## src/design/fabric_pkg.sv

```systemverilog
`default_nettype none

package fabric_pkg;

    // bus widths
    localparam int addr_w  = 32;
    localparam int data_w  = 32;
    localparam int id_w    = 4;
    localparam int len_w   = 8;
    localparam int strb_w  = 4;
    localparam int size_w  = 3;
    localparam int burst_w = 2;
    localparam int resp_w  = 2;
    localparam int mtime_w = 64;

    // largest arsize the 32-bit data bus can carry (4 bytes)
    localparam logic [size_w-1:0] size_max = 3'd2;

    // reserved AXI burst encoding
    localparam logic [burst_w-1:0] burst_rsvd = 2'b11;

    // mtime low word, high word sits 4 bytes above
    localparam logic [addr_w-1:0] clint_base = 32'h0200_0000;

    localparam logic [resp_w-1:0] resp_okay   = 2'b00;
    localparam logic [resp_w-1:0] resp_slverr = 2'b10;

    typedef enum logic [1:0] {
        grant_idle,
        grant_ifu,
        grant_lsu
    } grant_e;

endpackage

`default_nettype wire

```

## src/design/bus_arbiter.sv

```systemverilog
`timescale 1ns/100ps
`default_nettype none

module bus_arbiter
    import fabric_pkg::*;
(
    input  wire                 clk,
    input  wire                 rst,

    // IFU read port
    input  wire                 ifu_arvalid,
    input  wire  [addr_w-1:0]   ifu_araddr,
    input  wire  [id_w-1:0]     ifu_arid,
    input  wire  [len_w-1:0]    ifu_arlen,
    input  wire  [size_w-1:0]   ifu_arsize,
    input  wire  [burst_w-1:0]  ifu_arburst,
    output logic                ifu_arready,
    input  wire                 ifu_rready,
    output logic                ifu_rvalid,
    output logic [resp_w-1:0]   ifu_rresp,
    output logic [data_w-1:0]   ifu_rdata,
    output logic                ifu_rlast,
    output logic [id_w-1:0]     ifu_rid,

    // LSU port
    input  wire                 lsu_arvalid,
    input  wire  [addr_w-1:0]   lsu_araddr,
    input  wire  [id_w-1:0]     lsu_arid,
    input  wire  [len_w-1:0]    lsu_arlen,
    input  wire  [size_w-1:0]   lsu_arsize,
    input  wire  [burst_w-1:0]  lsu_arburst,
    output logic                lsu_arready,
    input  wire                 lsu_rready,
    output logic                lsu_rvalid,
    output logic [resp_w-1:0]   lsu_rresp,
    output logic [data_w-1:0]   lsu_rdata,
    output logic                lsu_rlast,
    output logic [id_w-1:0]     lsu_rid,
    input  wire                 lsu_awvalid,
    input  wire  [addr_w-1:0]   lsu_awaddr,
    input  wire  [id_w-1:0]     lsu_awid,
    input  wire  [len_w-1:0]    lsu_awlen,
    input  wire  [size_w-1:0]   lsu_awsize,
    input  wire  [burst_w-1:0]  lsu_awburst,
    output logic                lsu_awready,
    input  wire                 lsu_wvalid,
    input  wire  [data_w-1:0]   lsu_wdata,
    input  wire  [strb_w-1:0]   lsu_wstrb,
    input  wire                 lsu_wlast,
    output logic                lsu_wready,
    input  wire                 lsu_bready,
    output logic                lsu_bvalid,
    output logic [resp_w-1:0]   lsu_bresp,
    output logic [id_w-1:0]     lsu_bid,

    // external memory master
    input  wire                 io_master_awready,
    output logic                io_master_awvalid,
    output logic [addr_w-1:0]   io_master_awaddr,
    output logic [id_w-1:0]     io_master_awid,
    output logic [len_w-1:0]    io_master_awlen,
    output logic [size_w-1:0]   io_master_awsize,
    output logic [burst_w-1:0]  io_master_awburst,
    input  wire                 io_master_wready,
    output logic                io_master_wvalid,
    output logic [data_w-1:0]   io_master_wdata,
    output logic [strb_w-1:0]   io_master_wstrb,
    output logic                io_master_wlast,
    output logic                io_master_bready,
    input  wire                 io_master_bvalid,
    input  wire  [resp_w-1:0]   io_master_bresp,
    input  wire  [id_w-1:0]     io_master_bid,
    input  wire                 io_master_arready,
    output logic                io_master_arvalid,
    output logic [addr_w-1:0]   io_master_araddr,
    output logic [id_w-1:0]     io_master_arid,
    output logic [len_w-1:0]    io_master_arlen,
    output logic [size_w-1:0]   io_master_arsize,
    output logic [burst_w-1:0]  io_master_arburst,
    output logic                io_master_rready,
    input  wire                 io_master_rvalid,
    input  wire  [resp_w-1:0]   io_master_rresp,
    input  wire  [data_w-1:0]   io_master_rdata,
    input  wire                 io_master_rlast,
    input  wire  [id_w-1:0]     io_master_rid,

    // CLINT read slave
    output logic                clint_arvalid,
    output logic [addr_w-1:0]   clint_araddr,
    output logic [id_w-1:0]     clint_arid,
    output logic [len_w-1:0]    clint_arlen,
    output logic [size_w-1:0]   clint_arsize,
    output logic [burst_w-1:0]  clint_arburst,
    input  wire                 clint_arready,
    output logic                clint_rready,
    input  wire                 clint_rvalid,
    input  wire  [resp_w-1:0]   clint_rresp,
    input  wire  [data_w-1:0]   clint_rdata,
    input  wire                 clint_rlast,
    input  wire  [id_w-1:0]     clint_rid
);

    grant_e state;
    grant_e next_state;
    logic   clint_sel;  // LSU read targets mtime
    logic   ifu_done;
    logic   lsu_done;

    // grant ends on the owner's own last handshake
    assign ifu_done = ifu_rvalid & ifu_rready & ifu_rlast;
    assign lsu_done = (lsu_rvalid & lsu_rready & lsu_rlast) | (lsu_bvalid & lsu_bready);

    always_comb begin
        next_state = state;
        case (state)
            grant_idle: begin
                if (lsu_arvalid | lsu_awvalid) begin  // LSU wins ties
                    next_state = grant_lsu;
                end else if (ifu_arvalid) begin
                    next_state = grant_ifu;
                end
            end
            grant_ifu: if (ifu_done) next_state = grant_idle;
            grant_lsu: if (lsu_done) next_state = grant_idle;
            default:   next_state = grant_idle;
        endcase
    end

    always_ff @(posedge clk or posedge rst) begin
        if (rst) begin
            state     <= grant_idle;
            clint_sel <= 1'b0;
        end else begin
            state <= next_state;
            if (state == grant_idle) begin
                clint_sel <= lsu_arvalid &
                             ((lsu_araddr == clint_base) || (lsu_araddr == clint_base + 4));
            end
        end
    end

    // payloads follow the owner, only the handshakes are gated
    assign io_master_araddr  = (state == grant_ifu) ? ifu_araddr  : lsu_araddr;
    assign io_master_arid    = (state == grant_ifu) ? ifu_arid    : lsu_arid;
    assign io_master_arlen   = (state == grant_ifu) ? ifu_arlen   : lsu_arlen;
    assign io_master_arsize  = (state == grant_ifu) ? ifu_arsize  : lsu_arsize;
    assign io_master_arburst = (state == grant_ifu) ? ifu_arburst : lsu_arburst;

    assign io_master_awaddr  = lsu_awaddr;   // only the LSU writes
    assign io_master_awid    = lsu_awid;
    assign io_master_awlen   = lsu_awlen;
    assign io_master_awsize  = lsu_awsize;
    assign io_master_awburst = lsu_awburst;
    assign io_master_wdata   = lsu_wdata;
    assign io_master_wstrb   = lsu_wstrb;
    assign io_master_wlast   = lsu_wlast;

    assign clint_araddr  = lsu_araddr;
    assign clint_arid    = lsu_arid;
    assign clint_arlen   = lsu_arlen;
    assign clint_arsize  = lsu_arsize;
    assign clint_arburst = lsu_arburst;

    assign ifu_rresp = io_master_rresp;
    assign ifu_rdata = io_master_rdata;
    assign ifu_rlast = io_master_rlast;
    assign ifu_rid   = io_master_rid;

    assign lsu_rresp = clint_sel ? clint_rresp : io_master_rresp;
    assign lsu_rdata = clint_sel ? clint_rdata : io_master_rdata;
    assign lsu_rlast = clint_sel ? clint_rlast : io_master_rlast;
    assign lsu_rid   = clint_sel ? clint_rid   : io_master_rid;

    assign lsu_bresp = io_master_bresp;
    assign lsu_bid   = io_master_bid;

    always_comb begin
        ifu_arready       = 1'b0;
        ifu_rvalid        = 1'b0;
        lsu_arready       = 1'b0;
        lsu_rvalid        = 1'b0;
        lsu_awready       = 1'b0;
        lsu_wready        = 1'b0;
        lsu_bvalid        = 1'b0;
        io_master_arvalid = 1'b0;
        io_master_rready  = 1'b0;
        io_master_awvalid = 1'b0;
        io_master_wvalid  = 1'b0;
        io_master_bready  = 1'b0;
        clint_arvalid     = 1'b0;
        clint_rready      = 1'b0;
        case (state)
            grant_ifu: begin
                io_master_arvalid = ifu_arvalid;
                io_master_rready  = ifu_rready;
                ifu_arready       = io_master_arready;
                ifu_rvalid        = io_master_rvalid;
            end
            grant_lsu: begin
                if (clint_sel) begin
                    clint_arvalid = lsu_arvalid;
                    clint_rready  = lsu_rready;
                    lsu_arready   = clint_arready;
                    lsu_rvalid    = clint_rvalid;
                end else begin
                    io_master_arvalid = lsu_arvalid;
                    io_master_rready  = lsu_rready;
                    io_master_awvalid = lsu_awvalid;
                    io_master_wvalid  = lsu_wvalid;
                    io_master_bready  = lsu_bready;
                    lsu_arready       = io_master_arready;
                    lsu_rvalid        = io_master_rvalid;
                    lsu_awready       = io_master_awready;
                    lsu_wready        = io_master_wready;
                    lsu_bvalid        = io_master_bvalid;
                end
            end
            default: begin
            end
        endcase
    end

endmodule

`default_nettype wire

```

## src/design/clint_timer.sv

```systemverilog
`timescale 1ns/100ps
`default_nettype none

module clint_timer
    import fabric_pkg::*;
(
    input  wire                 clk,
    input  wire                 rst,

    input  wire                 arvalid,
    input  wire  [addr_w-1:0]   araddr,
    input  wire  [id_w-1:0]     arid,
    input  wire  [len_w-1:0]    arlen,
    input  wire  [size_w-1:0]   arsize,
    input  wire  [burst_w-1:0]  arburst,
    output logic                arready,

    input  wire                 rready,
    output logic                rvalid,
    output logic [resp_w-1:0]   rresp,
    output logic [data_w-1:0]   rdata,
    output logic                rlast,
    output logic [id_w-1:0]     rid
);

    logic [mtime_w-1:0] mtime;
    logic               ar_fire;
    logic               bad_req;

    assign arready = ~rvalid;  // one response in flight
    assign ar_fire = arvalid & arready;
    assign rlast   = rvalid;   // always a single beat

    // bursts, oversized beats and reserved burst types are refused
    assign bad_req = (arlen != '0) || (arsize > size_max) || (arburst == burst_rsvd);

    always_ff @(posedge clk or posedge rst) begin
        if (rst) begin
            mtime <= '0;
        end else begin
            mtime <= mtime + 1'b1;
        end
    end

    always_ff @(posedge clk or posedge rst) begin
        if (rst) begin
            rvalid <= 1'b0;
        end else if (ar_fire) begin
            rvalid <= 1'b1;
        end else if (rready) begin
            rvalid <= 1'b0;
        end
    end

    // response payload, captured with the AR beat
    always_ff @(posedge clk) begin
        if (ar_fire) begin
            rdata <= araddr[2] ? mtime[63:32] : mtime[31:0];
            rid   <= arid;
            rresp <= bad_req ? resp_slverr : resp_okay;
        end
    end

endmodule

`default_nettype wire

```

## src/design/mem_fabric_top.sv

```systemverilog
`timescale 1ns/100ps
`default_nettype none

module mem_fabric_top
    import fabric_pkg::*;
(
    input  wire                 clk,
    input  wire                 rst,

    input  wire                 ifu_arvalid,
    input  wire  [addr_w-1:0]   ifu_araddr,
    input  wire  [id_w-1:0]     ifu_arid,
    input  wire  [len_w-1:0]    ifu_arlen,
    input  wire  [size_w-1:0]   ifu_arsize,
    input  wire  [burst_w-1:0]  ifu_arburst,
    output wire                 ifu_arready,
    input  wire                 ifu_rready,
    output wire                 ifu_rvalid,
    output wire  [resp_w-1:0]   ifu_rresp,
    output wire  [data_w-1:0]   ifu_rdata,
    output wire                 ifu_rlast,
    output wire  [id_w-1:0]     ifu_rid,

    input  wire                 lsu_arvalid,
    input  wire  [addr_w-1:0]   lsu_araddr,
    input  wire  [id_w-1:0]     lsu_arid,
    input  wire  [len_w-1:0]    lsu_arlen,
    input  wire  [size_w-1:0]   lsu_arsize,
    input  wire  [burst_w-1:0]  lsu_arburst,
    output wire                 lsu_arready,
    input  wire                 lsu_rready,
    output wire                 lsu_rvalid,
    output wire  [resp_w-1:0]   lsu_rresp,
    output wire  [data_w-1:0]   lsu_rdata,
    output wire                 lsu_rlast,
    output wire  [id_w-1:0]     lsu_rid,
    input  wire                 lsu_awvalid,
    input  wire  [addr_w-1:0]   lsu_awaddr,
    input  wire  [id_w-1:0]     lsu_awid,
    input  wire  [len_w-1:0]    lsu_awlen,
    input  wire  [size_w-1:0]   lsu_awsize,
    input  wire  [burst_w-1:0]  lsu_awburst,
    output wire                 lsu_awready,
    input  wire                 lsu_wvalid,
    input  wire  [data_w-1:0]   lsu_wdata,
    input  wire  [strb_w-1:0]   lsu_wstrb,
    input  wire                 lsu_wlast,
    output wire                 lsu_wready,
    input  wire                 lsu_bready,
    output wire                 lsu_bvalid,
    output wire  [resp_w-1:0]   lsu_bresp,
    output wire  [id_w-1:0]     lsu_bid,

    input  wire                 io_master_awready,
    output wire                 io_master_awvalid,
    output wire  [addr_w-1:0]   io_master_awaddr,
    output wire  [id_w-1:0]     io_master_awid,
    output wire  [len_w-1:0]    io_master_awlen,
    output wire  [size_w-1:0]   io_master_awsize,
    output wire  [burst_w-1:0]  io_master_awburst,
    input  wire                 io_master_wready,
    output wire                 io_master_wvalid,
    output wire  [data_w-1:0]   io_master_wdata,
    output wire  [strb_w-1:0]   io_master_wstrb,
    output wire                 io_master_wlast,
    output wire                 io_master_bready,
    input  wire                 io_master_bvalid,
    input  wire  [resp_w-1:0]   io_master_bresp,
    input  wire  [id_w-1:0]     io_master_bid,
    input  wire                 io_master_arready,
    output wire                 io_master_arvalid,
    output wire  [addr_w-1:0]   io_master_araddr,
    output wire  [id_w-1:0]     io_master_arid,
    output wire  [len_w-1:0]    io_master_arlen,
    output wire  [size_w-1:0]   io_master_arsize,
    output wire  [burst_w-1:0]  io_master_arburst,
    output wire                 io_master_rready,
    input  wire                 io_master_rvalid,
    input  wire  [resp_w-1:0]   io_master_rresp,
    input  wire  [data_w-1:0]   io_master_rdata,
    input  wire                 io_master_rlast,
    input  wire  [id_w-1:0]     io_master_rid
);

    // arbiter to timer
    wire                clint_arvalid;
    wire [addr_w-1:0]   clint_araddr;
    wire [id_w-1:0]     clint_arid;
    wire [len_w-1:0]    clint_arlen;
    wire [size_w-1:0]   clint_arsize;
    wire [burst_w-1:0]  clint_arburst;
    wire                clint_arready;
    wire                clint_rready;
    wire                clint_rvalid;
    wire [resp_w-1:0]   clint_rresp;
    wire [data_w-1:0]   clint_rdata;
    wire                clint_rlast;
    wire [id_w-1:0]     clint_rid;

    // port names match one to one
    bus_arbiter u_bus_arbiter (.*);

    clint_timer u_clint_timer (
        .clk     (clk),
        .rst     (rst),
        .arvalid (clint_arvalid),
        .araddr  (clint_araddr),
        .arid    (clint_arid),
        .arlen   (clint_arlen),
        .arsize  (clint_arsize),
        .arburst (clint_arburst),
        .arready (clint_arready),
        .rready  (clint_rready),
        .rvalid  (clint_rvalid),
        .rresp   (clint_rresp),
        .rdata   (clint_rdata),
        .rlast   (clint_rlast),
        .rid     (clint_rid)
    );

endmodule

`default_nettype wire

```

## config.mk

```make
export PLATFORM = sky130hd
export DESIGN_NAME = mem_fabric_top
export DESIGN_NICKNAME = d
export VERILOG_FILES = /design/src/design/fabric_pkg.sv /design/src/design/bus_arbiter.sv /design/src/design/clint_timer.sv /design/src/design/mem_fabric_top.sv
export SDC_FILE = /design/constraint.sdc
export NUM_CORES = 1
export LEC_CHECK = 0
export BUFFER_PORTS_ARGS = -buffer_cell sky130_fd_sc_hd__buf_2
export CORE_AREA = 2 2 185 187
export DETAILED_ROUTE_END_ITERATION = 16
export DIE_AREA = 0 0 187 189
export SYNTH_ARGS = -nofsm -noshare
export SYNTH_HDL_FRONTEND = slang
export SYNTH_SLANG_ARGS = --single-unit
```

## constraint.sdc

```tcl
create_clock -name clk -period 3.2 [get_ports clk]
set_input_delay 0.48 -clock clk [delete_from_list [all_inputs] [get_ports clk]]
set_output_delay 0.48 -clock clk [all_outputs]
set_load 0.1 [all_outputs]
```

Yosys cells after proc, flatten, opt, wreduce, memory -nomap -nowiden:

Index checks and enable logic that the tools add are counted.

* equal/unequal tests: 8
* magnitude comparators: 1
* reduce and logical (&&, ||, !) cells: 7
* bitwise logic cells: 10
* mux-type cells: 44
* add/sub/neg operators: 1

Operators by type and width (number)
* 32-bit two-way mux: 3
* 64-bit by 1-bit adder with 64-bit output (second input constant): 1
* 32-bit by 26-bit equality test with 1-bit output (second input constant): 2
* 1-bit two-way mux: 27
* 2-bit two-way mux: 7
* 4-bit two-way mux: 2
* 8-bit two-way mux: 1
* 8-bit nonzero test: 1
* 1-bit AND: 7
* 2-bit case mux with 3 select lines: 1
* 2-bit equality test (second input constant): 2
* 2-bit by 1-bit != test with 1-bit output (second input constant): 2
* 1-bit case mux with 2 select lines: 2
* 3-bit by 2-bit > comparator with 1-bit output (second input constant): 1
* 1-bit logical OR: 3
* 3-bit two-way mux: 1
* 3-bit by 2-bit != test with 1-bit output (second input constant): 1
* 3-bit AND reduction: 1
* 2-bit by 1-bit equality test with 1-bit output (second input constant): 1
* 2-bit zero test: 1
* 1-bit OR: 2
* 2-bit nonzero test: 1
* 1-bit NOT: 1

* flip-flop bits (word level): 106
* input port bits: 243
* output and inout port bits: 231

Logic depth before layout (Yosys ltp):

Gate-level depths: netlist (run 1).

* depth after elaboration: 7
* mapped depth: 7

Cells and area by module:

A second synthesis (run 1) with hierarchy kept.

* cell total of the unflattened synthesis: 696
* area, all modules: 7365.8 um^2

By module, submodules not included
* clint_timer: times used 1, area each 4560.6 um^2, seq. area each 2737.6 um^2, cells each 364
* bus_arbiter: times used 1, area each 2805.2 um^2, seq. area each 75.1 um^2, cells each 332

Worst setup path after synthesis (run 1):

No wires, ideal clock.

* path type: reg-to-output
* start point: register u_bus_arbiter.clint_sel
* end point: output port lsu_rlast
* path slack: -0.176 ns
* path buffers: 2
* data required time: 2.720 ns
* cell stages (with the launch flop): 4
* arrival time: 2.896 ns
* cell sequence: dfrtp_1 > clkbuf_1 > clkbuf_1 > o21ai_0

* word-level cells in the longest chain between the ends: 1

Ends and longest elaborated chain
* from (decl): RTL line bus_arbiter.sv:105 `logic clint_sel;`
* from (signal assigned): RTL line bus_arbiter.sv:136 `clint_sel <= lsu_arvalid &`
* 1-bit two-way mux: RTL line bus_arbiter.sv:171 `assign lsu_rlast = clint_sel ? clint_rlast : io_master_rlast;`
* to (decl): RTL line mem_fabric_top.sv:35 `output wire lsu_rlast,`

No other way between the ends.

Final worst setup path (run 1):

* start point: register u_bus_arbiter.state[0]
* end point: output port io_master_rready

* word-level cells in the longest chain between the ends: 2
* elaborated cells between the ends (all ways): 3
* those cells by class: eq/ne (2); mux (1)

Ends and longest elaborated chain
* from (decl): RTL line bus_arbiter.sv:103 `grant_e state;`
* from (signal assigned): RTL line bus_arbiter.sv:131 `state <= grant_idle;`
* from (signal assigned): RTL line bus_arbiter.sv:134 `state <= next_state;`
* 2-bit equality test or 2-bit by 1-bit equality test with 1-bit output (tied branches): RTL line bus_arbiter.sv:192 `case (state)`
* 1-bit case mux with 2 select lines *: RTL line bus_arbiter.sv:192
* to (decl): RTL line mem_fabric_top.sv:77 `output wire io_master_rready,`

Mark *: on every way between the ends. The rest lies on a longest branch, timed or not.

==> results of run 1 <==
## worst reg2reg max path, delay by kind of cell, from the launching register on
family	cells	cell delay, ns
flops	1	0.47
simple gates	4	1.50
xor+xnor	1	0.19
## cell families after synthesis
logic type	count (synthesis)	synth area share (%)
buf+inv	167	16.3
flops	105	40.6
fa+ha+maj	4	0.722
xor+xnor	62	7.83
simple gates	164	14.3
compound gates	18	1.59
mux	115	18.7
## flip-flops by register name (all words and copies together) (netlist names)
| name | cells |
|---|---|
| u_clint_timer.rresp | 1 |
| u_bus_arbiter.clint_sel | 1 |
| u_bus_arbiter.state | 2 |
| u_clint_timer.rlast | 1 |
| u_clint_timer.rid | 4 |
| u_clint_timer.rdata | 32 |
| u_clint_timer.mtime | 64 |
## placed cells by master, fill, tap and decap left out, types with 3 or more instances in the layout
cell         n
buf_4        5
mux2_2     115
buf_2      289
and3_1       4
o21ai_0      8
xor2_1      24
nand2_1     34
and2_1       9
inv_1       17
nor2b_1      6
diode_2      6
nor4_2       6
nor4b_1      3
nand3_1     23
inv_6        3
edfxtp_1    37
xnor2_1     38
dfrtp_1     67
clkbuf_16   10
nor3_1      15
nor4_1       9
nor2_1      18
ha_1         3
nor3_2       3
nand4_1     19
## layout make-up
class / instances / area [sq um] / area share (%)
multi-input cells: 363 / 3000 / 36.1
flip-flops and latches: 105 / 2810 / 33.9
repair buffers: 296 / 1520 / 18.4
well taps: 448 / 561 / 6.76
clock buffers: 10 / 250 / 3.02
clock inverters: 6 / 67.6 / 0.814
inverters: 18 / 67.6 / 0.814
diodes: 6 / 15.0 / 0.181
## worst min path at each step
stage / to / slack (ns) / depth (start not counted)
CTS: u_clint_timer.mtime[55] / 0.23 / 2
floorplan: u_clint_timer.mtime[63] / 0.44 / 1
finish: u_clint_timer.mtime[33] / 0.22 / 2
detailed placement: u_clint_timer.mtime[63] / 0.46 / 1
global placement: u_clint_timer.mtime[63] / 0.45 / 1
global route: u_clint_timer.mtime[55] / 0.26 / 2
## routing by layer
| layer | GRT usage, % | part of all wire, % | vias up | wire length, um |
|---|---|---|---|---|
| li1 | - | - | 2411 | - |
| met2 | 23.7 | 46 | 336 | 12300 |
| met1 | 16.2 | 38 | 2573 | 10200 |
| met4 | 4.64 | 2.2 | 12 | 578 |
| met3 | 7.78 | 12 | 44 | 3310 |
| met5 | 2.20 | 0.64 | - | 171 |
## through the flow
step | instances | util, % | hold slack, ns
4_1_cts | 1246 | 24.9 | 0.228
3_3_place_gp | 1230 | 23.9 | 0.454
3_5_place_dp | 1230 | 23.9 | 0.455
6_report | 1252 | 24.9 | 0.216
2_1_floorplan | 635 | - | 0.436
5_1_grt | 1250 | 24.9 | 0.257
## power groups by stage
stage | sequential (W) | combinational [W] | clock [W]
final | 0.00140 | 0.00238 | 0.00117
after global routing | 0.00140 | 0.00244 | 0.00124
after CTS | 0.00140 | 0.00238 | 0.00120
after detailed placement | 0.00143 | 0.00237 | 0
after global placement | 0.00143 | 0.00236 | 0
after floorplan | 0.00143 | 0.00253 | 0
==> qor.csv, run 1 <==
stage,metric,value,unit
sta,fin_setup_tns,0,ns
floorplanning,start_util,20.8,%
final_layout,final_nets,1040,
placed_design,numPortBuffers,289,
worst_setup_path,rr_worst_depth,5,
final_layout,fillers,3556,
sta,min_period,2.94,ns
placed_design,post-place-ws,0.730,ns
worst_setup_path,end_kind,output pin,
sta,tightestPinTransition,0.804,ns
synth,yosysMostFrequentCell,buf_4,
synth,ys_top_cells_by_area,"dfrtp_1, mux2_2, edfxtp_1, buf_4, xnor2_1",
floorplanning,io_pins,474,
grt,grt-ovfl-total,0,
clock_tree,post_cts_resized,0,
synth,syn_inst,635,
worst_setup_path,cp_top_family,simple AND/OR/NAND/NOR gates,
power,p_sw,0.00251,W
worst_setup_path,slowest_delay,0.57,ns
sta,finalHoldViolCount,0,
sta,fin_crit_sh,91.7,%
drt,ant_nets,0,
synth,synth.cells.most_frequent,"buf_4, mux2_2, dfrtp_1",
synth,yosysTopAreaCell,dfrtp_1,
worst_setup_path,cp_data_arrival_time,2.46,ns
clock_tree,clockRootBuffer,clkbuf_16,
grt,grt_max_degree,50,
worst_setup_path,r2r_start,u_clint_timer.mtime[2],
synth,synth.net_count,882,
floorplanning,rows,67,
clock_tree,clkTransAtPathRegs,0.08,ns
worst_setup_path,path_depth,6,
synth,netlist_area,6930,sq um
clock_tree,cts_setup_buffers,0,
synth,ys_ff_latch,105,
drt,drtPass1Iterations,4,
sta,maxClockFrequency,0.341,GHz
flow_run,max-cap-violations,0,
synth,yosysWarnings,0,
clock_tree,h-tree-depth,3,
power,p_comb_share,48.1,%
synth,ys_seq_area_share,40.6,%
grt,grt_pass1_vias,5336,
synth,avgSynthCellArea,10.9,sq um
clock_tree,ctsHoldBuffers,0,
synth,synth_edf_count,37,
clock_tree,insertion_delay,0.37,ns
sta,timing.final.ws_setup,0.264,ns
worst_setup_path,crit_top_cell,nor2b_1,
floorplanning,core_region_area,33300,sq um
placed_design,gp_congestion,0.925,
grt,grt_usage,14.6,%
grt,antenna_found_initial,15,
final_layout,design_area,8300,sq um
clock_tree,cts_made_buffers,9,
synth,synth_top_area_share,24.5,%
power,switching_share,50.7,%
worst_setup_path,crit_path_top_delay_cell,nor2b_1,
floorplanning,die_w,187,um
worst_setup_path,startpoint,u_bus_arbiter.state[0],
power,p_int,0.00244,W
synth,async_flop_share,64.8,%
worst_setup_path,cp_cell_sequence,"inv_1, ha_1, nor2b_1, a22oi_1, nor2b_1, buf_2",
synth,synthFlopType,dfrtp_1,
clock_tree,clock_path_buffers,2,
floorplanning,chipHeight,189,um
power,p_leak,3.67,nW
drt,postRouteWirelength,26600,um
drt,first_iter_violations,268,
power,ir_drop,271,uV
sta,fin_worst_skew,0.0182,ns
final_layout,drive_above_1_share,56.4,%
worst_setup_path,worstSetupStartpointType,flop,
grt,grt_pass1_wl,37200,um
placed_design,place_hpwl,22400,um
power,clockPowerShare,23.6,%
drt,vias_per_cell,4.29,
worst_setup_path,timing.rr.end,u_clint_timer.mtime[53],
worst_setup_path,crit_buf_inv,2,
floorplanning,die_area,35300,sq um
power,power_density,596,nW/um^2
worst_setup_path,rrSetupSlack,0.95,ns
clock_tree,cts.sinks,105,
worst_setup_path,required,2.72,ns
drt,vias,5376,
run_status,status,"finished, final reports clean",
power,sequentialPowerShare,28.3,%
synth,synth.distinct_cells,43,
final_layout,area_delta_synth_final,19.7,%
placed_design,place_area,7960,sq um
worst_setup_path,path_max_fanout,8,
worst_setup_path,cp-endpoint,io_master_rready,
min_path,hold_path_class,primary input to asynchronous set/reset pin,
sta,slew_headroom,45.9,%
sta,grt_setup_unrepaired,false,
clock_tree,cts_tree,yes,
drt,drc,0,
worst_setup_path,worstSetupPathType,flop to output pin,
power,power,0.00495,W
sta,drv_slew,0,
drt,wl_per_cell,21.2,um
sta,finalSetupViolCount,0,
Power figures use the tool's default switching activity.
==> run 2: changes to the inputs <==
BUFFER_PORTS_ARGS = not set   (was -buffer_cell sky130_fd_sc_hd__buf_2)
CORE_AREA = 2 2 182 184   (was 2 2 185 187)
DIE_AREA = 0 0 184 186   (was 0 0 187 189)
DONT_BUFFER_PORTS = 1   (was not set)
==> run 2 against run 1 <==
Combinational power decreased by 20%. Routed wire length decreased by 2.5%. Register-to-register slack got worse by 0.09 ns. Clock power about the same. Flip-flop and latch count unchanged. Die area decreased by 3.2%. Final cell count decreased by 25%. Clock skew decreased by 0.0059 ns. Core utilization decreased by 3.5 points. Non-clock buffer count decreased by 276. Setup slack improved by 0.0018 ns. Clock-buffer cell count unchanged. Highest routed layer unchanged.
==> qor.csv, run 2 (same netlist as run 1, synthesis figures left out) <==
stage,metric,value,unit,change
worst_setup_path,end_kind,output pin,,
final_layout,design_area,6890,sq um,-17%
sta,drv_slew,0,,unchanged
floorplanning,die_area,34200,sq um,-3.2%
clock_tree,ctsHoldBuffers,0,,unchanged
worst_setup_path,cp_data_arrival_time,2.45,ns,about the same
worst_setup_path,required,2.72,ns,about the same
worst_setup_path,cp_cell_sequence,"inv_1, ha_1, nor2b_1, a22oi_1, nor2b_2, buf_4",,
final_layout,final_common_cell,mux2_2,,
drt,first_iter_violations,317,,+18%
power,p_leak,2.57,nW,-30%
grt,grt-ovfl-total,0,,unchanged
sta,finalHoldViolCount,0,,unchanged
power,sequentialPowerShare,31.5,%,+3.2 points
clock_tree,cts.sinks,105,,unchanged
final_layout,drive_above_1_share,34.1,%,-22 points
run_status,status,"finished, final reports clean",,
worst_setup_path,crit_buf_inv,2,,unchanged
final_layout,largest_reg_flops,64,,unchanged
sta,maxClockFrequency,0.341,GHz,about the same
clock_tree,post_cts_resized,0,,unchanged
sta,fin_setup_tns,0,ns,unchanged
floorplanning,die_w,184,um,-1.6%
worst_setup_path,worstSetupPathType,flop to output pin,,
clock_tree,cts_made_buffers,9,,unchanged
clock_tree,cts_tree,yes,,
worst_setup_path,path_max_fanout,8,,unchanged
floorplanning,chipHeight,186,um,-1.6%
grt,antenna_found_initial,14,,-1
floorplanning,start_util,21.5,%,+0.70 points
power,p_int,0.00233,W,-4.7%
final_layout,final_nets,764,,-27%
placed_design,gp_congestion,0.809,,-12%
clock_tree,clock_path_buffers,2,,unchanged
power,power_density,646,nW/um^2,+8.4%
drt,ant_nets,0,,unchanged
sta,fin_crit_sh,91.7,%,about the same
worst_setup_path,slowest_delay,0.57,ns,about the same
drt,top_layer,met5,,
grt,grt_usage,14.5,%,-0.031 points
clock_tree,clkTransAtPathRegs,0.08,ns,about the same
sta,tightestPinTransition,0.755,ns,-0.0487 ns
final_layout,mostFrequentLayoutCells,"mux2_2, dfrtp_1, xnor2_1, edfxtp_1, nand2_1",,
drt,vias,4415,,-18%
floorplanning,core_region_area,32200,sq um,-3.2%
power,p_comb_share,42.9,%,-5.2 points
sta,grt_setup_unrepaired,false,,
worst_setup_path,worstSetupStartpointType,flop,,
power,switching_share,47.8,%,-2.9 points
final_layout,fillers,3450,,-3.0%
worst_setup_path,cp_top_family,simple AND/OR/NAND/NOR gates,,
clock_tree,clockRootBuffer,clkbuf_16,,
clock_tree,insertion_delay,0.36,ns,about the same
worst_setup_path,crit_path_top_delay_cell,nor2b_1,,
power,p_sw,0.00213,W,-15%
grt,grt_max_degree,55,,+10%
drt,postRouteWirelength,25900,um,-2.5%
flow_run,max-cap-violations,0,,unchanged
sta,fin_worst_skew,0.0122,ns,-0.00592 ns
sta,min_period,2.93,ns,-0.00184 ns
sta,finalSetupViolCount,0,,unchanged
drt,vias_per_cell,4.69,,+9.3%
floorplanning,rows,66,,-1.5%
drt,drc,0,,unchanged
final_layout,area_delta_synth_final,-0.632,%,
drt,wl_met3,3230,um,-2.4%
grt,grt_pass1_wl,34000,um,-8.7%
grt,grt_pass1_vias,4245,,-20%
final_layout,fin_util,21.4,%,-3.5 points
floorplanning,io_pins,474,,unchanged
placed_design,place_hpwl,21700,um,-3.1%
power,power,0.00445,W,-10%
placed_design,place_area,6560,sq um,-18%
power,clockPowerShare,25.6,%,+2.0 points
final_layout,largestRegisters,"u_clint_timer.mtime x64, u_clint_timer.rdata x32, u_clint_timer.rid x4",,
min_path,hold_path_class,primary input to asynchronous set/reset pin,,
drt,route.met2.wl,12300,um,about the same
final_layout,top_register,u_clint_timer.mtime,,
placed_design,numPortBuffers,0,,-100%
sta,slew_headroom,49.3,%,+3.4 points
drt,drtPass1Iterations,5,,+1
drt,wirelength_met1,9900,um,-2.9%
power,ir_drop,238,uV,-12%
clock_tree,h-tree-depth,3,,unchanged
clock_tree,cts_setup_buffers,0,,unchanged
drt,wl_per_cell,27.6,um,+30%
==> run 2: cell count changes in the layout (fill, tap and decap cells not counted), sizes merged <==
cell      previous run  this run
buf                296        20
bufinv               0         1
clkinv               3         2
clkinvlp             0         2
diode                6        11
inv                 21        19
==> run 2: power by group through the flow <==
| stage | Combinational [W] | Clock [W] | Sequential (W) |
|---|---|---|---|
| 3_5_place_dp | 0.00190 | 0 | 0.00143 |
| 2_1_floorplan | 0.00253 | 0 | 0.00143 |
| 4_1_cts | 0.00191 | 0.00118 | 0.00140 |
| 6_report | 0.00191 | 0.00114 | 0.00140 |
| 3_3_place_gp | 0.00190 | 0 | 0.00143 |
| 5_1_grt | 0.00195 | 0.00121 | 0.00140 |
==> run 2: final timing paths <==
path / slack (ns) / to / depth (start not counted) / startpoint
worst min-delay path: 0.006 / u_clint_timer.mtime[39] / 1 / rst
worst max register to register: 0.86 / u_clint_timer.mtime[53] / 5 / u_clint_timer.mtime[8]
worst max-delay path: 0.27 / io_master_rready / 6 / u_bus_arbiter.state[0]
min in group clk: 0.22 / u_clint_timer.rid[1] / 0 / lsu_arid[1]
max in group asynchronous: 2.46 / u_bus_arbiter.clint_sel / 2 / rst
worst min register to register: 0.48 / u_clint_timer.mtime[63] / 1 / u_clint_timer.mtime[63]
==> run 2: layout make-up <==
cell class	count	area (sq um)	area share, %
inverter	18	67.6	0.981
clock inverter	6	66.3	0.963
timing repair buffer	20	150	2.18
sequential	105	2810	40.9
multi-input combinational	363	3010	43.7
antenna	11	27.5	0.400
tap	408	510	7.41
clock buffer	10	239	3.47
==> run 2: per-layer routing <==
layer | global-route usage [%] | vias up
met4 | 3.55 | 10
met1 | 16.5 | 2136
li1 | - | 1866
met3 | 8.10 | 43
met5 | 2.07 | -
met2 | 23.5 | 360
==> run 2: metrics by stage <==
| stage | setup slack [ns] | hold WS [ns] | cells |
|---|---|---|---|
| 6_report | 0.266 | 0.00619 | 941 |
| 4_1_cts | 0.375 | 0.0110 | 930 |
| 3_3_place_gp | 0.795 | 0.396 | 914 |
| 3_5_place_dp | 0.790 | 0.395 | 914 |
| 2_1_floorplan | 0.322 | 0.436 | 635 |
| 5_1_grt | 0.127 | 0.0321 | 935 |
